--- config.mk ---
export PLATFORM = sky130hd
export DESIGN_NAME = task_injector
export DESIGN_NICKNAME = d
export VERILOG_FILES = /design/src/verilog/noc_pkg.sv /design/src/verilog/injector_pkg.sv /design/src/verilog/inject_ctrl.sv /design/src/verilog/packet_sender.sv /design/src/verilog/packet_receiver.sv /design/src/verilog/task_injector.sv
export SDC_FILE = /design/constraint.sdc
export NUM_CORES = 2
export LEC_CHECK = 0
export BUFFER_PORTS_ARGS = -buffer_cell sky130_fd_sc_hd__buf_2
export CORE_UTILIZATION = 45
export DETAILED_ROUTE_END_ITERATION = 7
export SETUP_SLACK_MARGIN = 0.1
export SLEW_MARGIN = 10
export SYNTH_ARGS = -nofsm -noshare
export SYNTH_HDL_FRONTEND = slang
export SYNTH_SLANG_ARGS = --single-unit
--- constraint.sdc ---
create_clock -name clk_i -period 7.5 [get_ports clk_i]
set_input_delay 1.125 -clock clk_i [delete_from_list [all_inputs] [get_ports clk_i]]
set_output_delay 1.125 -clock clk_i [all_outputs]
set_load 0.01 [all_outputs]
--- src/verilog/noc_pkg.sv ---
package noc_pkg;

    localparam int FLIT_SIZE   = 32;
    localparam int HEADER_SIZE = 13;

    typedef logic [FLIT_SIZE-1:0] flit_t;
    typedef flit_t [HEADER_SIZE-1:0] header_t;

    // Header flit positions
    localparam int HDR_TARGET      = 0;
    localparam int HDR_SIZE        = 1;   // Flits after this one
    localparam int HDR_SERVICE     = 2;
    localparam int HDR_TASK_ID     = 3;
    localparam int HDR_MAPPER_ADDR = 4;
    localparam int HDR_MAPPER_ID   = 8;
    localparam int HDR_DATA_SZ     = 9;
    localparam int HDR_TEXT_SZ     = 10;
    localparam int HDR_BSS_SZ      = 11;
    localparam int HDR_ENTRY       = 12;

    localparam flit_t MESSAGE_DELIVERY = 32'h1;
    localparam flit_t TASK_ALLOCATION  = 32'h40;

    // Forward half of a link with credit running back
    typedef struct packed {
        logic  tx;
        flit_t data;
    } noc_link_t;

endpackage

--- src/verilog/injector_pkg.sv ---
package injector_pkg;

    // First payload word of a mapper delivery
    localparam noc_pkg::flit_t APP_ALLOCATION_REQUEST = 32'h240;
    localparam noc_pkg::flit_t APP_MAPPING_COMPLETE   = 32'h241;

    // Word offered by the application source
    typedef struct packed {
        logic           rx;
        noc_pkg::flit_t data;
    } src_word_t;

    typedef logic [8:0] task_cnt_t;
    typedef logic [7:0] task_idx_t;

endpackage

--- src/verilog/inject_ctrl.sv ---
`timescale 1ns/1ps

module inject_ctrl #(
    parameter int MAX_PAYLOAD_SIZE = 32
) (
    input  logic                                  clk_i,
    input  logic                                  rst_ni,
    input  injector_pkg::src_word_t               src_i,
    output logic                                  src_credit_o,
    input  logic [15:0]                           mapper_address_i,
    output logic                                  listen_o,
    input  logic                                  alloc_i,
    input  logic                                  complete_i,
    input  noc_pkg::flit_t [MAX_PAYLOAD_SIZE-1:0] payload_i,
    input  logic                                  body_credit_i,
    output logic                                  start_o,
    output noc_pkg::header_t                      header_o,
    input  logic                                  done_i
);

    typedef enum logic [3:0] {
        IDLE,
        WAIT_ALLOC,
        RX_TEXT,
        RX_DATA,
        RX_BSS,
        RX_ENTRY,
        SEND,
        NEXT_TASK,
        WAIT_COMPLETE
    } state_t;

    state_t                  state_q;
    state_t                  state_d;
    injector_pkg::task_cnt_t task_cnt_q;
    injector_pkg::task_idx_t cur_task_q;
    logic                    start_q;
    noc_pkg::header_t        header_q;
    logic                    take;
    logic                    last_task;

    assign take      = src_i.rx && src_credit_o;
    assign last_task = {1'b0, cur_task_q} == task_cnt_q - 9'd1;
    assign listen_o  = state_q inside {WAIT_ALLOC, WAIT_COMPLETE};
    assign start_o   = start_q;
    assign header_o  = header_q;

    always_comb begin
        case (state_q)
            IDLE, RX_TEXT, RX_DATA, RX_BSS, RX_ENTRY: src_credit_o = 1'b1;
            SEND:    src_credit_o = body_credit_i;   // Body words only
            default: src_credit_o = 1'b0;
        endcase
    end

    always_comb begin
        state_d = state_q;
        case (state_q)
            IDLE:          if (take) state_d = WAIT_ALLOC;
            WAIT_ALLOC:    if (alloc_i) state_d = RX_TEXT;
            RX_TEXT:       if (take) state_d = RX_DATA;
            RX_DATA:       if (take) state_d = RX_BSS;
            RX_BSS:        if (take) state_d = RX_ENTRY;
            RX_ENTRY:      if (take) state_d = SEND;
            SEND:          if (done_i) state_d = NEXT_TASK;
            NEXT_TASK:     state_d = last_task ? WAIT_COMPLETE : RX_TEXT;
            WAIT_COMPLETE: if (complete_i) state_d = IDLE;
            default:       state_d = IDLE;
        endcase
    end

    always_ff @(posedge clk_i or negedge rst_ni) begin
        if (!rst_ni) begin
            state_q    <= IDLE;
            task_cnt_q <= '0;
            cur_task_q <= '0;
            start_q    <= 1'b0;
        end else begin
            state_q <= state_d;
            start_q <= (state_q == RX_ENTRY) && take;   // Header complete next cycle
            if (state_q == IDLE && take) begin
                task_cnt_q <= src_i.data[8:0];
            end
            if (state_q == WAIT_ALLOC) begin
                cur_task_q <= '0;
            end else if (state_q == NEXT_TASK && !last_task) begin
                cur_task_q <= cur_task_q + 8'd1;
            end
        end
    end

    // Size flit accumulates text + data, then becomes the payload length
    always_ff @(posedge clk_i) begin
        if (take) begin
            case (state_q)
                RX_TEXT: begin
                    header_q                           <= '0;
                    header_q[noc_pkg::HDR_TARGET]      <= payload_i[cur_task_q + 8'd2];
                    header_q[noc_pkg::HDR_SIZE]        <= src_i.data;
                    header_q[noc_pkg::HDR_SERVICE]     <= noc_pkg::TASK_ALLOCATION;
                    header_q[noc_pkg::HDR_TASK_ID]     <= {16'b0, payload_i[1][7:0], cur_task_q};
                    header_q[noc_pkg::HDR_MAPPER_ADDR] <= noc_pkg::flit_t'(mapper_address_i);
                    header_q[noc_pkg::HDR_TEXT_SZ]     <= src_i.data;
                end
                RX_DATA: begin
                    header_q[noc_pkg::HDR_DATA_SZ] <= src_i.data;
                    header_q[noc_pkg::HDR_SIZE]    <= header_q[noc_pkg::HDR_SIZE] + src_i.data;
                end
                RX_BSS: header_q[noc_pkg::HDR_BSS_SZ] <= src_i.data;
                RX_ENTRY: begin
                    header_q[noc_pkg::HDR_ENTRY] <= src_i.data;
                    // Bytes to flits, plus header flits after the size flit
                    header_q[noc_pkg::HDR_SIZE] <= (header_q[noc_pkg::HDR_SIZE] >> 2)
                        + noc_pkg::flit_t'(noc_pkg::HEADER_SIZE - 2);
                end
                default: ;
            endcase
        end
    end

endmodule

--- src/verilog/packet_sender.sv ---
`timescale 1ns/1ps

module packet_sender (
    input  logic                    clk_i,
    input  logic                    rst_ni,
    input  logic                    start_i,
    input  noc_pkg::header_t        header_i,
    output logic                    done_o,
    input  injector_pkg::src_word_t src_i,
    output logic                    body_credit_o,
    output noc_pkg::noc_link_t      noc_o,
    input  logic                    noc_credit_i
);

    localparam int IDX_W = $clog2(noc_pkg::HEADER_SIZE);

    noc_pkg::header_t hdr_q;
    noc_pkg::flit_t   cnt_q;       // Flits sent so far
    logic             busy_q;
    logic             hdr_phase;
    logic             tx;
    logic             take;
    logic             last;

    assign hdr_phase = cnt_q < noc_pkg::flit_t'(noc_pkg::HEADER_SIZE);
    assign tx        = busy_q && (hdr_phase || src_i.rx);
    assign take      = tx && noc_credit_i;
    // Packet is size + 2 flits
    assign last      = cnt_q == hdr_q[noc_pkg::HDR_SIZE] + 32'd1;
    assign done_o    = take && last;

    assign body_credit_o = busy_q && !hdr_phase && noc_credit_i;

    assign noc_o.tx   = tx;
    assign noc_o.data = hdr_phase ? hdr_q[cnt_q[IDX_W-1:0]] : src_i.data;

    always_ff @(posedge clk_i or negedge rst_ni) begin
        if (!rst_ni) begin
            busy_q <= 1'b0;
            cnt_q  <= '0;
        end else if (start_i) begin
            busy_q <= 1'b1;
            cnt_q  <= '0;
        end else if (take) begin
            cnt_q <= cnt_q + 32'd1;
            if (last) begin
                busy_q <= 1'b0;
            end
        end
    end

    always_ff @(posedge clk_i) begin
        if (start_i) begin
            hdr_q <= header_i;
        end
    end

endmodule

--- src/verilog/packet_receiver.sv ---
`timescale 1ns/1ps

module packet_receiver #(
    parameter int MAX_PAYLOAD_SIZE = 32
) (
    input  logic                                  clk_i,
    input  logic                                  rst_ni,
    input  logic                                  listen_i,
    input  noc_pkg::noc_link_t                    noc_i,
    output logic                                  noc_credit_o,
    output logic                                  alloc_o,
    output logic                                  complete_o,
    output noc_pkg::flit_t [MAX_PAYLOAD_SIZE-1:0] payload_o
);

    localparam int PIDX_W = $clog2(MAX_PAYLOAD_SIZE);
    // Size field bounds for one to MAX_PAYLOAD_SIZE payload words
    localparam noc_pkg::flit_t MIN_SIZE = noc_pkg::HEADER_SIZE - 1;
    localparam noc_pkg::flit_t MAX_SIZE = MAX_PAYLOAD_SIZE + noc_pkg::HEADER_SIZE - 2;
    localparam noc_pkg::flit_t PAY_END  = MAX_PAYLOAD_SIZE + noc_pkg::HEADER_SIZE;

    typedef enum logic [1:0] {
        IDLE,
        RECV,
        DECODE
    } state_t;

    state_t                                state_q;
    noc_pkg::flit_t                        cnt_q;
    noc_pkg::flit_t                        size_q;
    noc_pkg::flit_t                        service_q;
    noc_pkg::flit_t [MAX_PAYLOAD_SIZE-1:0] payload_q;
    noc_pkg::flit_t                        pay_off;
    logic [PIDX_W-1:0]                     pidx;
    logic                                  take;
    logic                                  last;
    logic                                  store;
    logic                                  delivery;

    assign noc_credit_o = state_q == RECV;
    assign take         = noc_i.tx && noc_credit_o;
    // Size flit is valid once two flits are in
    assign last         = take && cnt_q > 32'd1 && cnt_q == size_q + 32'd1;

    assign pay_off = cnt_q - noc_pkg::flit_t'(noc_pkg::HEADER_SIZE);
    assign pidx    = pay_off[PIDX_W-1:0];
    assign store   = take && cnt_q >= noc_pkg::flit_t'(noc_pkg::HEADER_SIZE)
        && cnt_q < PAY_END;   // Longer packets drain unstored

    assign delivery = service_q == noc_pkg::MESSAGE_DELIVERY
        && size_q >= MIN_SIZE && size_q <= MAX_SIZE;

    assign alloc_o    = state_q == DECODE && delivery
        && payload_q[0] == injector_pkg::APP_ALLOCATION_REQUEST;
    assign complete_o = state_q == DECODE && delivery
        && payload_q[0] == injector_pkg::APP_MAPPING_COMPLETE;
    assign payload_o  = payload_q;

    always_ff @(posedge clk_i or negedge rst_ni) begin
        if (!rst_ni) begin
            state_q <= IDLE;
            cnt_q   <= '0;
        end else begin
            case (state_q)
                IDLE: begin
                    cnt_q <= '0;
                    if (listen_i) state_q <= RECV;
                end
                RECV: begin
                    if (take) cnt_q <= cnt_q + 32'd1;
                    if (last) state_q <= DECODE;
                end
                default: state_q <= IDLE;
            endcase
        end
    end

    always_ff @(posedge clk_i) begin
        if (take && cnt_q == noc_pkg::flit_t'(noc_pkg::HDR_SIZE)) begin
            size_q <= noc_i.data;
        end
        if (take && cnt_q == noc_pkg::flit_t'(noc_pkg::HDR_SERVICE)) begin
            service_q <= noc_i.data;
        end
        if (store) begin
            payload_q[pidx] <= noc_i.data;
        end
    end

endmodule

--- src/verilog/task_injector.sv ---
`timescale 1ns/1ps

module task_injector #(
    parameter int MAX_PAYLOAD_SIZE = 32
) (
    input  logic                    clk_i,
    input  logic                    rst_ni,
    input  injector_pkg::src_word_t src_i,
    output logic                    src_credit_o,
    input  logic [15:0]             mapper_address_i,
    output noc_pkg::noc_link_t      noc_o,
    input  logic                    noc_credit_i,
    input  noc_pkg::noc_link_t      noc_i,
    output logic                    noc_credit_o
);

    logic                                  listen;
    logic                                  alloc;
    logic                                  complete;
    noc_pkg::flit_t [MAX_PAYLOAD_SIZE-1:0] payload;
    logic                                  body_credit;
    logic                                  start;
    noc_pkg::header_t                      header;
    logic                                  done;

    inject_ctrl #(
        .MAX_PAYLOAD_SIZE(MAX_PAYLOAD_SIZE)
    ) inject_ctrl_i (
        .clk_i           (clk_i),
        .rst_ni          (rst_ni),
        .src_i           (src_i),
        .src_credit_o    (src_credit_o),
        .mapper_address_i(mapper_address_i),
        .listen_o        (listen),
        .alloc_i         (alloc),
        .complete_i      (complete),
        .payload_i       (payload),
        .body_credit_i   (body_credit),
        .start_o         (start),
        .header_o        (header),
        .done_i          (done)
    );

    packet_sender packet_sender_i (
        .clk_i        (clk_i),
        .rst_ni       (rst_ni),
        .start_i      (start),
        .header_i     (header),
        .done_o       (done),
        .src_i        (src_i),
        .body_credit_o(body_credit),
        .noc_o        (noc_o),
        .noc_credit_i (noc_credit_i)
    );

    packet_receiver #(
        .MAX_PAYLOAD_SIZE(MAX_PAYLOAD_SIZE)
    ) packet_receiver_i (
        .clk_i       (clk_i),
        .rst_ni      (rst_ni),
        .listen_i    (listen),
        .noc_i       (noc_i),
        .noc_credit_o(noc_credit_o),
        .alloc_o     (alloc),
        .complete_o  (complete),
        .payload_o   (payload)
    );

endmodule

==> reports/qor.txt <==
================================================================================
Leading cell type in the layout, fill and taps excluded ........... sky130_fd_sc_hd__edfxtp_1
Drt drc ...........................................................            0
Number of max-cap violations ......................................            0
Final clock period utilization by the worst path ..................       68.05%
Number of standard cells in the layout, taps in and fillers out ...        5,977
Number of clock sinks seen by CTS .................................        1,625
Area overhead of the layout relative to synthesis .................       12.67%
Sw Ratio ..........................................................       29.31%
Post-synthesis net count ..........................................        3,861
Run status ........................................................    completed
Worst Path Arrival ................................................      3980 ps
Boundary Pins .....................................................          120
Internal Power ....................................................     17.47 mW
VDD IR-drop max ...................................................    0.2453 mV
DP Wirelength .....................................................   102,000 um
Horizontal extent of the die ......................................     387.4 um
Avg Cell Area, Syn ................................................   17.92 um^2
Overflow left after global routing ................................            0
Critical Path Start Type ..........................................     register
Routed wire per std cell ..........................................     28.94 um
Dominant cell type by area after synthesis ........................ sky130_fd_sc_hd__edfxtp_1
Sum of routed wire length over all layers .........................   172,900 um
Via/cell ratio ....................................................        5.963
Sequential cell area fraction in the yosys report .................       72.34%
Total CTS buffers .................................................          165
Post-CTS setup-driven buffer insertion count ......................            0
Total number of nets in the final design ..........................        4,035
Switch Pwr ........................................................     7.245 mW
Standby leakage power .............................................     24.38 nW
Antenna violations before repair ..................................           14
Actual transition at the worst max-transition pin .................      1041 ps
Die Area ..........................................................  0.1501 mm^2
Effective utilization at floorplan ................................       45.32%
Critical-path maximum fanout ......................................           21
Site Rows .........................................................          141
Count of flip-flops with a built-in enable after synthesis ........        1,536
Aggregate negative setup slack ....................................         0 ps
Setup Crit Path Kind ..............................................   reg -> out
Upper clock frequency limit .......................................    195.9 MHz
Main area contributors after synthesis ............................ sky130_fd_sc_hd__edfxtp_1, sky130_fd_sc_hd__mux4_2, sky130_fd_sc_hd__dfrtp_1
Number of flip-flops and latches in the synthesized netlist .......        1,625
RSZ-0062 raised after global routing ..............................        false
Primary FF master, synth .......................................... sky130_fd_sc_hd__edfxtp_1
Commonest non-fill, non-tap cells in the layout ................... sky130_fd_sc_hd__edfxtp_1, sky130_fd_sc_hd__mux4_2, sky130_fd_sc_hd__nor2_1
Syn Std Cell Area ................................................. 0.06684 mm^2
Number of DRC violations after detailed-routing iteration 0 .......        3,323
Relative contribution of combinational cells to total power .......        22.8%
Number of global-route vias before repair .........................       35,620
Post-synthesis cell count .........................................        3,730
Final estimated routing congestion in global placement ............       0.9097
Worst endpoint required time ......................................      6380 ps
CTS Root Buffer Type .............................................. sky130_fd_sc_hd__clkbuf_16
Asr flop ratio synth ..............................................       5.477%
Cell at the slowest stage of the critical path .................... sky130_fd_sc_hd__dfrtp_1
# port buffers ....................................................          119
Power Density ..................................................... 328.2 mW/mm^2
Pins Over Slew Limit ..............................................            0
Number of warnings reported in the yosys synthesis log ............            0
Detailed-router iteration count before antenna repair .............            7
CTS tree ..........................................................          yes
Worst-path cell chain ............................................. clkinv_1 -> nand2_1 -> nor2_2 -> a222oi_1 -> a21oi_1 -> buf_2
Distinct cell type count of the synthesized netlist ...............           90
Final Hold Fails ..................................................            0
Portion of total power attributed to sequential cells .............        44.8%
CP max stage delay ................................................       820 ps
Final Skew ........................................................     32.51 ps
Worst max-slew margin expressed relative to the limit .............       29.99%
Clk slew on worst S/H paths .......................................        60 ps
Fraction of final layout cells with drive strength greater than 1 .       21.99%
Min Clock Period, post-route ......................................      5104 ps
Worst min path class ..............................................  in -> async
Setup Viol. Count Final ...........................................            0
Wire length of the first global-routing pass ......................   251,200 um
GRT Total Usage ...................................................       23.12%
Buffer depth of the longest clock path ............................            3
Remaining antenna violation count .................................            0
Core region area ..................................................  0.1475 mm^2
Cell count after placement ........................................        5,667
Number of hold buffers added after cts ............................            0
Fraction of power consumed by the clock network ...................        32.3%
Die extent in y ...................................................     387.4 um
Maximum number of pins on one net before global-route repair ......          124
Via count .........................................................       35,640
Clock latency on the worst-skew pair ..............................       800 ps
Resize count post-CTS .............................................            0
Critical path capture point type .................................. primary output
Share of the synthesized area in the top cell type ................       69.01%
CTS HTree Levels ..................................................            4
================================================================================
[state kept, by name, summed over array words and instances (netlist names)]
register                     flops
inject_ctrl_i.start_o            1
packet_receiver_i.state_q        2
inject_ctrl_i.cur_task_q         8
inject_ctrl_i.state_q            4
packet_receiver_i.payload_o   1024
packet_sender_i.hdr_q          224
packet_sender_i.cnt_q           32
packet_sender_i.busy_q           1
packet_receiver_i.cnt_q         32
inject_ctrl_i.task_cnt_q         9
packet_receiver_i.service_q     32
inject_ctrl_i.header_o         224
packet_receiver_i.size_q        32
[worst max-delay path, delay by kind of cell (launching register included)]
kind            cells  cell delay (ps)
flops               1              820
buf+inv             2              970
compound gates      2              510
simple gates        2              870
[cell usage after synthesis (all sizes together) (18+ instances only)]
master and count:
xnor2 106, nand3 86, clkbuf 134, nand4 38, ha 45, buf 49
a21oi 101, and3 92, mux2 64, edfxtp 1536, inv 39, and2 47
nand2 155, nor2 209, o21ai 116, dfrtp 89, and4 18, nand2b 18
xor2 84, a22oi 25, mux2i 51, mux4 328, nor3 32, nor4 45
[cells by family after synthesis]
family	count (synthesis)	synth area share, %
simple gates	799	6.208
compound gates	404	3.894
mux	443	12.89
flops	1625	72.34
fa+ha+maj	46	0.8724
xor+xnor	190	2.490
buf+inv	223	1.299
[worst paths after layout]
path | startpoint | to | slack, ps | depth (start not counted)
worst min register to register | inject_ctrl_i.header_o[313]$_SDFFCE_PN0P_ | packet_sender_i.hdr_q[313]$_DFFE_PP_ | 410 | 0
worst max register to register | inject_ctrl_i.cur_task_q[1]$_DFFE_PN0P_ | inject_ctrl_i.header_o[12]$_DFFE_PP_ | 3500 | 5
min in group clk_i | inject_ctrl_i.header_o[313]$_SDFFCE_PN0P_ | packet_sender_i.hdr_q[313]$_DFFE_PP_ | 410 | 0
worst min-delay path | rst_ni | inject_ctrl_i.task_cnt_q[7]$_DFFE_PN0P_ | 360 | 1
max in group asynchronous | rst_ni | inject_ctrl_i.start_o$_DFF_PN0_ | 5970 | 2
worst max-delay path | packet_sender_i.cnt_q[2]$_DFFE_PN0P_ | noc_o[24] | 2400 | 6
[metrics by stage]
stage | setup slack [ps] | util, % | area [um^2] | hold slack (ps) | power (mW)
2_1_floorplan | 1434 | - | 66840 | 400.3 | 14.93
3_3_place_gp | 3150 | 47.51 | 70070 | 400.2 | 16.91
3_5_place_dp | 3173 | 47.51 | 70070 | 404.5 | 16.94
4_1_cts | 2340 | 51.05 | 75290 | 346.7 | 24.93
5_1_grt | 2161 | 51.05 | 75300 | 376.6 | 25.66
6_report | 2396 | 51.06 | 75310 | 360.0 | 24.72
[layer usage]
metal | GRT usage (%) | routed length (um) | vias up
li1 | - | - | 15400
met1 | 32.18 | 72710 | 18610
met2 | 37.21 | 83550 | 1337
met3 | 4.138 | 11810 | 288
met4 | 7.128 | 4822 | 6
met5 | 0 | 52 | -
[power by group through the flow]
| stage | clock network [mW] | registers (mW) | logic [mW] |
|---|---|---|---|
| after detailed placement | 0 | 11.3 | 5.69 |
| final | 7.99 | 11.1 | 5.65 |
| after global placement | 0 | 11.2 | 5.66 |
| after CTS | 8.15 | 11.1 | 5.71 |
| after floorplan | 0 | 11.1 | 3.88 |
| after global routing | 8.48 | 11.1 | 6.06 |
[layout make-up]
class                           count  area, um^2
Tap cell                         1930        2415
Fill cell                       11980       72180
Multi-Input combinational cell   1882       17970
Antenna cell                        5       12.51
Clock buffer                      210        4370
Clock inverter                     95       850.8
Inverter                           40       150.1
Timing Repair Buffer              190        1169
Sequential cell                  1625       48370
No activity file was read; power rests on OpenSTA's default activity.
